### config.mk
export PLATFORM = sky130hd
export DESIGN_NAME = e2prom_ctrl
export DESIGN_NICKNAME = d
export VERILOG_FILES = /design/src/i2c_pkg.sv /design/src/i2c_byte_if.sv /design/src/i2c_sequencer.sv /design/src/i2c_bit_engine.sv /design/src/e2prom_ctrl.sv
export VERILOG_INCLUDE_DIRS = /design/src
export SDC_FILE = /design/constraint.sdc
export NUM_CORES = 1
export LEC_CHECK = 0
export BUFFER_PORTS_ARGS = -buffer_cell sky130_fd_sc_hd__buf_2
export CAP_MARGIN = 30
export CORE_ASPECT_RATIO = 0.6
export CORE_UTILIZATION = 43
export CTS_CLUSTER_SIZE = 12
export DETAILED_ROUTE_END_ITERATION = 10
export GPL_TIMING_DRIVEN = 0
export SYNTH_ARGS = -nofsm -noshare
export SYNTH_HDL_FRONTEND = slang
export SYNTH_HIERARCHICAL = 1
export SYNTH_SLANG_ARGS = --single-unit
export TNS_END_PERCENT = 50
### constraint.sdc
create_clock -name clk -period 2.7 [get_ports clk]
set_input_delay 0.54 -clock clk [delete_from_list [all_inputs] [get_ports clk]]
set_output_delay 0.54 -clock clk [all_outputs]
set_load 0.005 [all_outputs]
### src/eeprom_defs.svh
`ifndef EEPROM_DEFS_SVH
`define EEPROM_DEFS_SVH

// clk cycles per bit engine step
`define I2C_STEP_DIV 50

// width of the step divider count
`define I2C_DIV_W 6

// fixed EEPROM slave address
`define I2C_DEV_ADDR 7'h23

`define I2C_ADDR_W 8
`define I2C_DATA_W 8

`endif

### src/i2c_pkg.sv
package i2c_pkg;

        typedef enum logic [2:0] {
                OP_START_WRITE,         // start, then one byte out
                OP_WRITE,
                OP_RESTART_WRITE,       // repeated start, then one byte out
                OP_READ_ACK,
                OP_READ_NACK,
                OP_STOP
        } byte_op_t;

        typedef enum logic [2:0] {
                ST_IDLE,
                ST_DEV_WR,
                ST_WORD_ADDR,
                ST_DATA_WR,
                ST_DEV_RD,
                ST_RD_HI,
                ST_RD_LO,
                ST_STOP
        } seq_state_t;

        typedef enum logic [2:0] {
                PH_IDLE,
                PH_START,
                PH_BITS,
                PH_ACK,
                PH_STOP
        } bit_phase_t;

endpackage

### src/i2c_byte_if.sv
`include "eeprom_defs.svh"

interface i2c_byte_if;
        import i2c_pkg::*;

        logic                   op_valid;
        byte_op_t               op;
        logic [`I2C_DATA_W-1:0] tx_byte;
        logic                   op_done;
        logic                   ack;    // slave pulled sda low on a write byte
        logic [`I2C_DATA_W-1:0] rx_byte;

        modport seq (
                output op_valid,
                output op,
                output tx_byte,
                input  op_done,
                input  ack,
                input  rx_byte
        );

        modport eng (
                input  op_valid,
                input  op,
                input  tx_byte,
                output op_done,
                output ack,
                output rx_byte
        );

endinterface

### src/i2c_sequencer.sv
`include "eeprom_defs.svh"

module i2c_sequencer (
        input  logic                     clk,
        input  logic                     rstn,
        input  logic                     start,
        input  logic                     wr,
        input  logic                     rd,
        input  logic [`I2C_ADDR_W-1:0]   addr,
        input  logic [`I2C_DATA_W-1:0]   data_wr,
        output logic [2*`I2C_DATA_W-1:0] data_rd,
        output logic                     done,
        output logic                     ack,
        i2c_byte_if.seq                  bus
);
        import i2c_pkg::*;

        seq_state_t             state;
        seq_state_t             state_nxt;
        logic                   is_rd;
        logic [`I2C_ADDR_W-1:0] addr_q;
        logic [`I2C_DATA_W-1:0] data_q;

        assign ack = bus.ack;

        // the operation on the bus follows the current state
        always_comb
        begin
                state_nxt   = ST_IDLE;
                bus.op      = OP_STOP;
                bus.tx_byte = '0;
                case (state)
                ST_IDLE:
                        state_nxt = ST_DEV_WR;
                ST_DEV_WR:
                begin
                        state_nxt   = ST_WORD_ADDR;
                        bus.op      = OP_START_WRITE;
                        bus.tx_byte = {`I2C_DEV_ADDR, 1'b0};
                end
                ST_WORD_ADDR:
                begin
                        state_nxt   = is_rd ? ST_DEV_RD : ST_DATA_WR;
                        bus.op      = OP_WRITE;
                        bus.tx_byte = addr_q;
                end
                ST_DATA_WR:
                begin
                        state_nxt   = ST_STOP;
                        bus.op      = OP_WRITE;
                        bus.tx_byte = data_q;
                end
                ST_DEV_RD:
                begin
                        state_nxt   = ST_RD_HI;
                        bus.op      = OP_RESTART_WRITE;
                        bus.tx_byte = {`I2C_DEV_ADDR, 1'b1};
                end
                ST_RD_HI:
                begin
                        state_nxt   = ST_RD_LO;
                        bus.op      = OP_READ_ACK;
                        bus.tx_byte = '1;       // sda left released
                end
                ST_RD_LO:
                begin
                        state_nxt   = ST_STOP;
                        bus.op      = OP_READ_NACK;
                        bus.tx_byte = '1;
                end
                ST_STOP:
                        state_nxt = ST_IDLE;
                endcase
        end

        always_ff @(posedge clk or negedge rstn)
        begin
                if (!rstn)
                begin
                        state        <= ST_IDLE;
                        is_rd        <= 1'b0;
                        bus.op_valid <= 1'b0;
                        done         <= 1'b0;
                        data_rd      <= '0;
                end
                else
                begin
                        bus.op_valid <= 1'b0;
                        done         <= 1'b0;
                        if (state == ST_IDLE)
                        begin
                                if (start && (wr || rd))
                                begin
                                        is_rd        <= ~wr;    // write wins
                                        state        <= state_nxt;
                                        bus.op_valid <= 1'b1;
                                end
                        end
                        else if (bus.op_done)
                        begin
                                state        <= state_nxt;
                                bus.op_valid <= (state_nxt != ST_IDLE);
                                done         <= (state == ST_STOP);
                                if (state == ST_RD_HI)
                                        data_rd[2*`I2C_DATA_W-1:`I2C_DATA_W] <= bus.rx_byte;
                                if (state == ST_RD_LO)
                                        data_rd[`I2C_DATA_W-1:0] <= bus.rx_byte;
                        end
                end
        end

        always_ff @(posedge clk)
        begin
                if (state == ST_IDLE && start)
                begin
                        addr_q <= addr;
                        data_q <= data_wr;
                end
        end

        // one op in flight, next op only after the engine reports done
        a_op_valid_src: assert property (@(posedge clk) disable iff (!rstn)
                bus.op_valid |-> !$past(bus.op_valid)
                        && ($past(bus.op_done) || $past(start)));

endmodule

### src/i2c_bit_engine.sv
`include "eeprom_defs.svh"

module i2c_bit_engine (
        input  logic    clk,
        input  logic    rstn,
        output logic    scl,
        output logic    sda_o,
        output logic    sda_oe,
        input  logic    sda_i,
        i2c_byte_if.eng bus
);
        import i2c_pkg::*;

        localparam logic [`I2C_DIV_W-1:0] DIV_LAST  = `I2C_STEP_DIV - 1;
        localparam logic [4:0]            BITS_LAST = 4*`I2C_DATA_W - 1;

        logic [`I2C_DIV_W-1:0]  div_cnt;
        logic                   step;
        bit_phase_t             phase;
        logic [4:0]             step_cnt;
        logic [1:0]             quarter;
        byte_op_t               op_q;
        logic [`I2C_DATA_W-1:0] shift_reg;
        logic                   ack_smp;
        logic                   is_read;
        logic                   has_start;

        assign step      = (div_cnt == DIV_LAST);
        assign quarter   = step_cnt[1:0];       // four steps per scl period
        assign is_read   = op_q inside {OP_READ_ACK, OP_READ_NACK};
        assign has_start = op_q inside {OP_START_WRITE, OP_RESTART_WRITE};

        always_ff @(posedge clk or negedge rstn)
        begin
                if (!rstn)
                        div_cnt <= '0;
                else if (step)
                        div_cnt <= '0;
                else
                        div_cnt <= div_cnt + 1'b1;
        end

        always_ff @(posedge clk or negedge rstn)
        begin
                if (!rstn)
                begin
                        phase       <= PH_IDLE;
                        step_cnt    <= '0;
                        op_q        <= OP_STOP;
                        shift_reg   <= '0;
                        ack_smp     <= 1'b0;
                        scl         <= 1'b1;
                        sda_o       <= 1'b1;
                        sda_oe      <= 1'b1;
                        bus.op_done <= 1'b0;
                        bus.ack     <= 1'b0;
                        bus.rx_byte <= '0;
                end
                else
                begin
                        bus.op_done <= 1'b0;
                        bus.ack     <= 1'b0;
                        if (phase == PH_IDLE)
                        begin
                                if (bus.op_valid)
                                begin
                                        op_q      <= bus.op;
                                        shift_reg <= bus.tx_byte;
                                        step_cnt  <= '0;
                                        if (bus.op == OP_STOP)
                                                phase <= PH_STOP;
                                        else if (bus.op inside {OP_READ_ACK, OP_READ_NACK})
                                                phase <= PH_BITS;
                                        else
                                                phase <= PH_START;
                                end
                        end
                        else if (step)
                        begin
                                step_cnt <= step_cnt + 1'b1;
                                case (phase)
                                PH_START:
                                begin
                                        if (has_start)
                                        begin
                                                case (quarter)
                                                2'd0:
                                                begin
                                                        sda_oe <= 1'b1;
                                                        sda_o  <= 1'b1;
                                                end
                                                2'd1: scl   <= 1'b1;
                                                2'd2: sda_o <= 1'b0;   // start condition
                                                2'd3: scl   <= 1'b0;
                                                endcase
                                        end
                                        if (quarter == 2'd3)
                                        begin
                                                step_cnt <= '0;
                                                phase    <= PH_BITS;
                                        end
                                end
                                PH_BITS:
                                begin
                                        case (quarter)
                                        2'd0:
                                        begin
                                                sda_oe <= ~is_read;
                                                sda_o  <= shift_reg[`I2C_DATA_W-1];
                                        end
                                        2'd1:
                                        begin
                                                scl       <= 1'b1;
                                                shift_reg <= {shift_reg[`I2C_DATA_W-2:0], sda_i};
                                        end
                                        2'd3: scl <= 1'b0;
                                        default: ;
                                        endcase
                                        if (step_cnt == BITS_LAST)
                                                phase <= PH_ACK;
                                end
                                PH_ACK:
                                begin
                                        case (quarter)
                                        2'd0:
                                        begin
                                                sda_oe <= is_read;      // slave acks on writes
                                                sda_o  <= (op_q == OP_READ_NACK);
                                        end
                                        2'd1:
                                        begin
                                                scl     <= 1'b1;
                                                ack_smp <= ~sda_i;
                                        end
                                        2'd3:
                                        begin
                                                scl         <= 1'b0;
                                                phase       <= PH_IDLE;
                                                bus.op_done <= 1'b1;
                                                bus.ack     <= ~is_read & ack_smp;
                                                bus.rx_byte <= shift_reg;
                                        end
                                        default: ;
                                        endcase
                                end
                                PH_STOP:
                                begin
                                        case (step_cnt)
                                        5'd0:
                                        begin
                                                sda_oe <= 1'b1;
                                                sda_o  <= 1'b0;
                                        end
                                        5'd1: scl   <= 1'b1;
                                        5'd3: sda_o <= 1'b1;    // stop condition
                                        5'd15:
                                        begin
                                                phase       <= PH_IDLE;
                                                bus.op_done <= 1'b1;
                                        end
                                        default: ;
                                        endcase
                                end
                                default: ;
                                endcase
                        end
                end
        end

        // driven sda holds while scl stays high, start and stop excepted
        a_sda_stable: assert property (@(posedge clk) disable iff (!rstn)
                (scl && $past(scl) && sda_oe && $past(sda_oe)
                 && !(phase inside {PH_START, PH_STOP})) |-> $stable(sda_o));

        a_op_in_idle: assert property (@(posedge clk) disable iff (!rstn)
                bus.op_valid |-> phase == PH_IDLE);

endmodule

### src/e2prom_ctrl.sv
`include "eeprom_defs.svh"

module e2prom_ctrl (
        input  logic                     clk,
        input  logic                     rstn,
        input  logic                     start,
        input  logic                     wr,
        input  logic                     rd,
        input  logic [`I2C_ADDR_W-1:0]   addr,
        input  logic [`I2C_DATA_W-1:0]   data_wr,
        output logic [2*`I2C_DATA_W-1:0] data_rd,
        output logic                     done,
        output logic                     ack,
        output logic                     scl,
        output logic                     sda_o,
        output logic                     sda_oe,
        input  logic                     sda_i
);

        i2c_byte_if bus ();

        // transaction level, one byte op at a time
        i2c_sequencer u_seq (
                .clk     (clk),
                .rstn    (rstn),
                .start   (start),
                .wr      (wr),
                .rd      (rd),
                .addr    (addr),
                .data_wr (data_wr),
                .data_rd (data_rd),
                .done    (done),
                .ack     (ack),
                .bus     (bus.seq)
        );

        // scl and sda timing
        i2c_bit_engine u_eng (
                .clk    (clk),
                .rstn   (rstn),
                .scl    (scl),
                .sda_o  (sda_o),
                .sda_oe (sda_oe),
                .sda_i  (sda_i),
                .bus    (bus.eng)
        );

endmodule

# Word level (Yosys, flattened, before mapping)
# Index checks and enable logic that the tools add are counted.
[totals]
register_bits = 77
latch_bits = 0
ramBits = 0
rom_bits = 0
input_bits = 22
output_inout_bits = 21
word_cells = 161
mem_count = 0
[op_classes]
n_addsub = 2
multipliers = 0
n_div = 0
order_cmp = 0
eq_ne = 39
shifts = 0
muxes = 58
bitwise_logic = 6
reduce_logical = 36
[ops]
columns = ["cell", "count"]
rows = [
  ["8-bit 2-to-1 mux", 5],
  ["8-bit case mux with 5 select lines", 1],
  ["3-bit 2-to-1 mux", 12],
  ["5-bit 2-to-1 mux", 5],
  ["3-bit equality test, second input constant", 8],
  ["1-bit 2-to-1 mux", 23],
  ["3-bit by 2-bit equality test with 1-bit output, second input constant", 7],
  ["3-bit case mux with 7 select lines", 1],
  ["8-bit AND reduction", 2],
  ["3-bit case mux with 5 select lines", 1],
  ["2-bit nonzero test", 7],
  ["3-bit by 1-bit inequality test with 1-bit output, second input constant", 4],
  ["3-bit case mux with 4 select lines", 1],
  ["4-bit AND reduction", 3],
  ["3-bit logical NOT", 3],
  ["2-bit by 1-bit inequality test with 1-bit output, second input constant", 4],
  ["2-bit inequality test, second input constant", 4],
  ["1-bit case mux with 2 select lines", 4],
  ["1-bit case mux with 4 select lines", 2],
  ["2-bit AND reduction", 4],
  ["2-bit OR reduction", 4],
  ["7-bit AND reduction", 1],
  ["6-bit by 1-bit adder with 6-bit output, second input constant", 1],
  ["3-bit by 1-bit equality test with 1-bit output, second input constant", 2],
  ["24 further kinds", 32],
]

# Depth between registers and ports, before layout
# Gate-level depths: netlist (run 1).
[depth]
depth_word = 9
ltp_mapped = 8
ltp_nobuf = 7

# Hierarchy
# The synthesis (run 1) kept the hierarchy.
[modules_own_cells]
columns = ["mod", "n_inst", "cells_per_inst", "area_per_inst_um2", "seq_area_each_um2"]
rows = [
  ["i2c_bit_engine", 1, 191, 2177.1, 982.2],
  ["i2c_sequencer", 1, 113, 1634.1, 1031.0],
]

# Least setup slack after synthesis (run 1)
# OpenSTA, ideal clock, no wires.
[synth_timing]
kind = "register -> register"
start = "reg u_seq.state[1]"
end = "reg u_eng.phase[1]"
setup_time_ps = 101
arrival_time_ps = 1805
required_time_ps = 2599
setup_slack_ps = 794
stages_incl_launch_ff = 9
n_path_buf = 2
period_less_slack_ps = 1906
cell_sequence = "dfrtp_1 buf_6 buf_4 nor2_1 mux2i_1 or3b_2 a21oi_1 o21bai_1 o32ai_1"
[synth_via]
elab_chain_len = 9
elab_cells_between_ends = 16
classes_between = "eq/ne: 9; mux: 5; reduce/logical: 2"
[synth_lines]
columns = ["item", "line_no", "rtl"]
rows = [
  ["start: declaration", "i2c_sequencer.sv:18", "seq_state_t state;"],
  ["start signal: assignment", "i2c_sequencer.sv:95", "state <= state_nxt;"],
  ["start signal: assignment", "i2c_sequencer.sv:101", "state <= state_nxt;"],
  ["3-bit by 2-bit equality test with 1-bit output", "i2c_sequencer.sv:32", "case (state)"],
  ["2-bit OR reduction (no line)", "--", ""],
  ["3-bit case mux with 5 select lines *", "i2c_sequencer.sv:32", ""],
  ["named net bus.op[0]", "i2c_byte_if.sv:7", "byte_op_t op;"],
  ["3-bit by 2-bit equality test with 1-bit output / 3-bit equality test (equally long branches)", "i2c_bit_engine.sv:72", "else if (bus.op inside {OP_READ_ACK, OP_READ_NACK})"],
  ["2-bit nonzero test", "i2c_bit_engine.sv:72", ""],
  ["2-bit 2-to-1 mux", "i2c_bit_engine.sv:72", ""],
  ["3-bit 2-to-1 mux *", "i2c_bit_engine.sv:70", "if (bus.op == OP_STOP)"],
  ["3-bit 2-to-1 mux *", "i2c_bit_engine.sv:65", "if (bus.op_valid)"],
  ["3-bit 2-to-1 mux *", "i2c_bit_engine.sv:63", "if (phase == PH_IDLE)"],
  ["end signal: assignment", "i2c_bit_engine.sv:71", "phase <= PH_STOP;"],
  ["end signal: assignment", "i2c_bit_engine.sv:73", "phase <= PH_BITS;"],
  ["end signal: assignment", "i2c_bit_engine.sv:75", "phase <= PH_START;"],
  ["end: declaration", "i2c_bit_engine.sv:19", "bit_phase_t phase;"],
]
# The timed path passes the listed nets; every way through them passes the cells marked *. The select of a mux whose other input is x is not followed.
# A chain may end at the register's enable or synchronous reset.

# Worst setup path after layout (run 1)
[layout_timing]
start = "reg u_seq.state[2]"
end = "reg u_eng.phase[1]"
# Same word-level chain as after synthesis.

==> out/results.ini, run 1 <==
[run_status]
status=finished, final reports clean

[die]
initial_core_util_pct=44.5
die_w_um=124
ioPinCount=43
die_height_um=74.9
core_area_um2=8560
rows=26
die_area_um2=9260

[route]
drt-initial-drc-count=217
wl_mm=8.04
drt_pass1_iterations=4
wl_per_cell_um=16.9
antenna_left=0
drcViolationCount=0
num_vias=2599
via_per_inst=5.46

[synth]
ys_async_sr_fraction_pct=79.2
synth_cells=304
synth_area_leaders=dfrtp_1 37%, mux2_2 13%, edfxtp_1 13%
synth_seq_cells=77
ys_seq_area_share_pct=52.8
synth_edf_count=16
synth_fp_nets=336
synth_ff_type=dfrtp_1
ys_types=59
avgSynthCellArea_um2=12.5
ys_warn_count=6
synth_top_area_cell=dfrtp_1
synthesis.area_um2=3810
synth_top_area_share_pct=36.8

[power]
p_per_area_nw_per_um2=523
p_leak_nw=2.06
peakVddDrop_uv=338

[cells_and_area]
final_nets=391
syn_to_final_growth_pct=17.0
antenna_cells=0
largest_reg_flops=16
mostFrequentLayoutCell=dfrtp_1
regMostFlops=u_seq/data_rd
fin_area_um2=4460
drive_above_1_share_pct=36.5
fillers=771
finish.utilization_pct=52.1
final_cell_mix=56 x dfrtp_1, 49 x buf_2, 44 x mux2_2, 19 x o21ai_0, 16 x edfxtp_1

[worst_setup_path]
worst-endpoint-required_ns=2.93
worstRegToRegCells=7
critPathArrivalTime_ns=2.46
start_kind=register
critical_path.endpoint_type=register
path_max_fanout=10
worstSetupPathType=reg -> reg

[placement]
dpl.hpwl_mm=5.69
post_dp_cell_area_um2=4190
routabilityCongestion=0.837
io_buffers=42

[grt]
antenna_found_initial=0
grt_pass1_wl_mm=13.5
grt_usage_pct=19.9
grt_pass1_vias=2563
grt_max_degree=42
grt-ovfl-total=0

[timing]
hold_ws_ns=0.174
relSlewSlack_pct=47.2
grt_setup_unrepaired=no
fin_crit_sh_pct=82.5
min_period_ns=2.23
hold_violations=0
worst_pin_slew_ns=0.791
tns_ns=0
skew_ns=0.00444
setup_violations=0
final_max_slew_viol_count=0
max_freq_mhz=449

[cts]
clock_path_buffers=2
numCtsBuffers=9
clockRootBuffer=clkbuf_16
clkTransAtPathRegs_ns=0.06
cts_tree=built
cts.sinks=77
htreeDepth=3
clk_latency_ns=0.33
cts_resized=0
cts_hold_buf=0
cts_setup_buffers=0

[run]
maxCapViolCount=0

[hold_path]
hold_class=in -> async

-- final timing paths --
kind,startpoint,to,slack (ns)
worst max-delay path,u_seq/state[2],u_eng/phase[1],0.47
worst min-delay path,rstn,u_seq/state[2],0.17
worst max register to register,u_seq/state[2],u_eng/phase[1],0.47
worst min register to register,u_eng/sda_o,u_eng/sda_o,0.47
max in group asynchronous,rstn,u_eng/shift_reg[5],1.94
min in group clk,addr[7],u_seq/addr_q[7],0.38
-- final cells by class --
type	count	area, um^2	area share (%)
inverters	13	48.8	1.09
multi-input cells	198	1650	36.9
flip-flops and latches	77	2010	45.1
well taps	112	140	3.14
clock inverters	5	33.8	0.758
clock buffers	11	233	5.22
repair buffers	44	241	5.42
plain buffers	16	103	2.30
-- cells in the mapped netlist (all sizes together), types with 3 or more instances --
master,number
dfstp,5
nand2b,3
nand4b,6
o21ai,19
mux2,46
inv,13
and3,3
buf,13
clkbuf,3
o31ai,4
a211oi,5
a22o,4
a21o,3
ha,10
nor3b,5
nor2b,3
mux2i,7
nand3,5
nor3,8
nand2,11
a31oi,3
xnor2,3
a21oi,13
dfrtp,56
edfxtp,16
nor2,9
-- power by group --
group / leakage, nW / internal [W] / switching, W
logic: 0.990 / 0.0000154 / 0.0000231
clock network: 0.134 / 0.000625 / 0.000479
registers: 0.937 / 0.00119 / 0.00000152
total: 2.06 / 0.00183 / 0.000504
-- layer usage --
layer / part of all wire, % / GRT usage (%) / up-vias
li1: - / - / 1243
met2: 42 / 28.2 / 66
met1: 52 / 28.8 / 1282
met4: 1.1 / 8.57 / 0
met3: 4.9 / 5.30 / 8
met5: 0 / 0 / -
-- stage by stage --
stage                     instances  worst slack (ns)  total power, W
after global routing            476             0.326         0.00242
after global placement          458             0.544         0.00125
after floorplan                 304             0.794         0.00121
after CTS                       476             0.503         0.00236
final                           476             0.474         0.00233
after detailed placement        460             0.535         0.00125
-- kinds of logic after synthesis --
family | synth area share, %
buffers and inverters | 3.97
flip-flops | 52.8
multiplexers | 15.5
XOR/XNOR | 1.15
AO/OA/AOI/OAI | 11.6
AND/OR/NAND/NOR | 11.7
adder cells (fa/ha/maj) | 3.28
-- critical path, stage by stage, from the launching register on --
cell and delay [ns]:
dfrtp_1 0.32, buf_4 0.19, clkbuf_1 0.41, mux2i_1 0.26
or3b_2 0.48, a21oi_1 0.16, o21bai_1 0.08, o32ai_1 0.22
(Power assumes the default switching activity.)
==> inputs of run 2 (changes only) <==
==> constraint.sdc (replaced) <==
create_clock -name clk -period 2.2 [get_ports clk]
set_input_delay 0.44 -clock clk [delete_from_list [all_inputs] [get_ports clk]]
set_output_delay 0.44 -clock clk [all_outputs]
set_load 0.005 [all_outputs]
==> out/results.ini, run 2 (synthesized netlist as in run 1, its figures left out) <==
[timing]
hold_violations=0
setup_violations=0
relSlewSlack_pct=53.1
worst_slack_ns=0.0525
worst_pin_slew_ns=0.702
max_freq_mhz=466
grt_setup_unrepaired=yes
final_max_slew_viol_count=0
fin_crit_sh_pct=97.6
min_period_ns=2.15
skew_ns=0.00479

[power]
p_per_area_nw_per_um2=640
peakVddDrop_uv=413
p_leak_nw=2.06

[cells_and_area]
largest_reg_flops=16
antenna_cells=0
fillers=769
syn_to_final_growth_pct=17.4
final_nets=391
regMostFlops=u_seq/data_rd
mostFrequentLayoutCell=dfrtp_1
final_cell_mix=55 x dfrtp_1, 48 x buf_2, 44 x mux2_2, 19 x o21ai_0, 16 x edfxtp_1
multiInputGateArea_um2=1660
finish.utilization_pct=52.3
drive_above_1_share_pct=37.6
ff_latch_area_um2=2010

[worst_setup_path]
r2r_end=u_eng/phase[1]
critical_path.endpoint_type=register
path_delay_family=simple AND/OR/NAND/NOR gates
regToRegStartpoint=u_seq/state[1]
critPathArrivalTime_ns=2.37
r2r_slack_ns=0.05
start_kind=register
crit_start=u_seq/state[1]
cp_slowest_stage_delay_ns=0.48
worstSetupPathType=reg -> reg
path_max_fanout=10
path_cells=buf_6 > buf_4 > nor2_1 > mux2i_2 > or3b_2 > a21oi_1 > o21bai_1 > o32ai_1
path_depth=8
worstRegToRegCells=8
crit_path_end=u_eng/phase[1]
crit_buf_inv=2
crit_path_top_delay_cell=dfrtp_2
worst-endpoint-required_ns=2.43

[die]
rows=26
initial_core_util_pct=44.5
die_w_um=124
ioPinCount=43
die_area_um2=9260
core_area_um2=8560
die_height_um=74.9

[cts]
cts.sinks=77
clock_path_buffers=2
cts_tree=built
htreeDepth=3
clockRootBuffer=clkbuf_16
clk_latency_ns=0.33
cts_setup_buffers=0
numCtsBuffers=9
cts_hold_buf=0
cts_resized=0
clkTransAtPathRegs_ns=0.06

[route]
num_vias=2619
drcViolationCount=0
drt_pass1_iterations=6
antenna_left=0
wl_mm=8.04
drt-initial-drc-count=261
via_per_inst=5.50
wl_per_cell_um=16.9

[placement]
dpl.hpwl_mm=5.69
routabilityCongestion=0.837
io_buffers=42
dp_slack_ns=0.0345

[grt]
grt_max_degree=42
grt_pass1_vias=2563
grt-ovfl-total=0
grt_usage_pct=19.9
grt_pass1_wl_mm=13.5
antenna_found_initial=0

[hold_path]
hold_class=in -> async

[run_status]
status=finished, final reports clean

[run]
maxCapViolCount=0

## run 2: area by class of cell
class	count	share of cell area (%)
Buffer	16	2.38
Multi-Input combinational cell	198	37.0
Timing Repair Buffer	44	5.40
Tap cell	112	3.13
Inverter	13	1.09
Clock inverter	5	0.755
Clock buffer	11	5.20
Sequential cell	77	45.0
## run 2: power by group
group	leakage, nW	total [W]	switching, W	internal, W
logic	0.990	0.0000471	0.0000282	0.0000189
clock network	0.134	0.00135	0.000587	0.000767
registers	0.935	0.00146	0.00000177	0.00146
## run 2: how the worst min path moves through the flow
| stage | to | slack (ns) | depth (start not counted) | from |
|---|---|---|---|---|
| 2_1_floorplan | u_eng/ack_smp | 0.14 | 0 | rstn |
| 3_3_place_gp | u_eng/sda_o | 0.46 | 2 | u_eng/sda_o |
| 3_5_place_dp | u_seq/done | 0.45 | 1 | rstn |
| 4_1_cts | u_seq/done | 0.09 | 1 | rstn |
| 5_1_grt | u_seq/done | 0.11 | 1 | rstn |
| 6_report | u_seq/done | 0.07 | 1 | rstn |
## run 2: per-stage QoR
stage	area, um^2	power, W	hold slack, ns	setup TNS, ns	instances
after floorplan	3810	0.00149	0.144	0	304
after global placement	4160	0.00153	0.459	0	458
after detailed placement	4190	0.00154	0.446	0	460
after CTS	4460	0.00290	0.0866	0	476
after global routing	4470	0.00298	0.107	-0.109	476
final	4470	0.00286	0.0719	0	476
## run 2: worst reg2reg max path, cell delays in order, from the launching register on
cell	delay, ns
dfrtp_2	0.48
buf_6	0.17
buf_4	0.17
nor2_1	0.16
mux2i_2	0.12
or3b_2	0.45
a21oi_1	0.16
o21bai_1	0.08
o32ai_1	0.23
## run 2: per-layer routing
layer / track usage [%] / wire, um / vias up
met2: 28.2 / 3420 / 67
met4: 8.57 / 75 / 0
li1: - / - / 1244
met5: 0 / 0 / -
met1: 28.8 / 4130 / 1301
met3: 5.30 / 419 / 7
==> inputs of run 3 (changes only) <==
==> constraint.sdc (replaced) <==
create_clock -name clk -period 2.3 [get_ports clk]
set_input_delay 0.46 -clock clk [delete_from_list [all_inputs] [get_ports clk]]
set_output_delay 0.46 -clock clk [all_outputs]
set_load 0.005 [all_outputs]
==> out/results.ini, run 3 (synthesized netlist as in run 1, its figures left out) <==
[power]
p_leak_nw=2.06
p_per_area_nw_per_um2=614
p_int_w=0.00215
p_sw_w=0.000591
pwr-share-seq_pct=51.0
pwr-share-comb_pct=1.6
switching_share_pct=21.6
peakVddDrop_uv=397
clockPowerShare_pct=47.3

[cts]
clkTransAtPathRegs_ns=0.06
cts_tree=built
numCtsBuffers=9
clockRootBuffer=clkbuf_16
clock_path_buffers=2
clk_latency_ns=0.33
htreeDepth=3
cts.sinks=77
cts_hold_buf=0

[timing]
tns_ns=0
min_period_ns=2.13
fin_crit_sh_pct=92.8
worst_pin_slew_ns=0.768
max_freq_mhz=468
grt_setup_unrepaired=no
worst_slack_ns=0.165
setup_violations=0
final_max_slew_viol_count=0
hold_violations=0
relSlewSlack_pct=48.7
skew_ns=0.00400

[grt]
grt_pass1_vias=2563
grt_usage_pct=19.9
grt_max_degree=42
antenna_found_initial=0
grt_pass1_wl_mm=13.5
grt-ovfl-total=0

[cells_and_area]
finish.utilization_pct=52.1
syn_to_final_growth_pct=17.1
final_cell_mix=55 x dfrtp_1, 49 x buf_2, 44 x mux2_2, 19 x o21ai_0, 16 x edfxtp_1
multiInputGateArea_um2=1650
fin_area_um2=4460
antenna_cells=0
final_nets=391
mostFrequentLayoutCell=dfrtp_1
finalNonFillerCells=476
fillers=772
drive_above_1_share_pct=37.1
largest_reg_flops=16
regMostFlops=u_seq/data_rd
ff_latch_area_um2=2010

[worst_setup_path]
crit_start=u_eng/div_cnt[1]
worst-endpoint-required_ns=2.52
r2r_slack_ns=0.17
path_cells=inv_1 > ha_1 > nand4b_1 > nor4b_1 > buf_2 > mux2_2
worstRegToRegCells=6
critPathArrivalTime_ns=2.35
critical_path.endpoint_type=register
r2r_end=u_eng/bus.rx_byte[5]
worstSetupPathType=reg -> reg
crit_path_top_delay_cell=nor4b_1
start_kind=register
cp_slowest_stage_delay_ns=0.41
regToRegStartpoint=u_eng/div_cnt[1]
path_max_fanout=10

[die]
core_area_um2=8560
die_height_um=74.9
die_w_um=124
ioPinCount=43
rows=26
die_area_um2=9260
initial_core_util_pct=44.5

[route]
via_per_inst=5.49
drcViolationCount=0
drt_pass1_iterations=6
wl_mm=8.03
antenna_left=0
drt-initial-drc-count=233
num_vias=2615
wl_per_cell_um=16.9

[placement]
post_dp_cell_area_um2=4190
routabilityCongestion=0.837
dpl.hpwl_mm=5.69
io_buffers=42
dp.cells=460
dp_slack_ns=0.135

[hold_path]
hold_class=in -> async

[run_status]
status=finished, final reports clean

[run]
maxCapViolCount=0

==> run 3: cell types whose count changed in the layout (fill, tap and decap cells not counted), sizes merged <==
cell	before	now
clkbuf	15	14
buf	56	57
==> run 3: worst max-delay path: cells and delay by family (launching register included) <==
family,cells,cell delay (ns)
adders and majority gates,1,0.19
buffers and inverters,2,0.40
DFF,1,0.39
muxes,1,0.37
and+or+nand+nor,2,0.66
==> run 3: per-stage QoR <==
step | hold WS (ns) | total power [W]
3_5_place_dp | 0.466 | 0.00147
5_1_grt | 0.129 | 0.00285
6_report | 0.0905 | 0.00274
2_1_floorplan | 0.164 | 0.00143
4_1_cts | 0.107 | 0.00277
3_3_place_gp | 0.459 | 0.00147
==> run 3: repair_timing <==
item	in CTS	in global routing
buffers inserted	0	0
gates resized for setup	0	3
setup endpoints to repair	0	1
==> run 3: layer usage <==
| layer | vias to the layer above | part of all wire, % | wire, um | GRT usage, % |
|---|---|---|---|---|
| li1 | 1245 | - | - | - |
| met1 | 1287 | 52 | 4200 | 28.8 |
| met4 | 0 | 1.5 | 121 | 8.57 |
| met2 | 70 | 41 | 3310 | 28.2 |
| met3 | 13 | 4.8 | 389 | 5.30 |
| met5 | - | 0 | 0 | 0 |
==> run 3: worst max path at each step <==
stage                                      end  slack (ns)  cells past startpoint
final                     u_eng/bus.rx_byte[5]        0.17                      6
after global routing      u_eng/bus.rx_byte[5]        0.01                      6
after detailed placement        u_eng/phase[1]        0.13                      7
after CTS                       u_eng/phase[1]        0.10                      7
after global placement          u_eng/phase[1]        0.14                      7
after floorplan                 u_eng/phase[1]        0.39                      8
==> run 3: cell type report <==
class	count	share of cell area, %
inverter	13	1.09
tap	112	3.14
buffer	16	2.33
clock inverter	5	0.757
multi-input combinational	198	36.9
timing repair buffer	44	5.41
sequential	77	45.1
clock buffer	11	5.22
==> run 3: power by group through the flow <==
| stage | Sequential, W | Combinational, W | Clock, W |
|---|---|---|---|
| global route | 0.00140 | 0.0000531 | 0.00140 |
| detailed placement | 0.00142 | 0.0000474 | 0 |
| global placement | 0.00142 | 0.0000419 | 0 |
| finish | 0.00140 | 0.0000450 | 0.00130 |
| floorplan | 0.00142 | 0.00000324 | 0 |
| CTS | 0.00140 | 0.0000474 | 0.00133 |
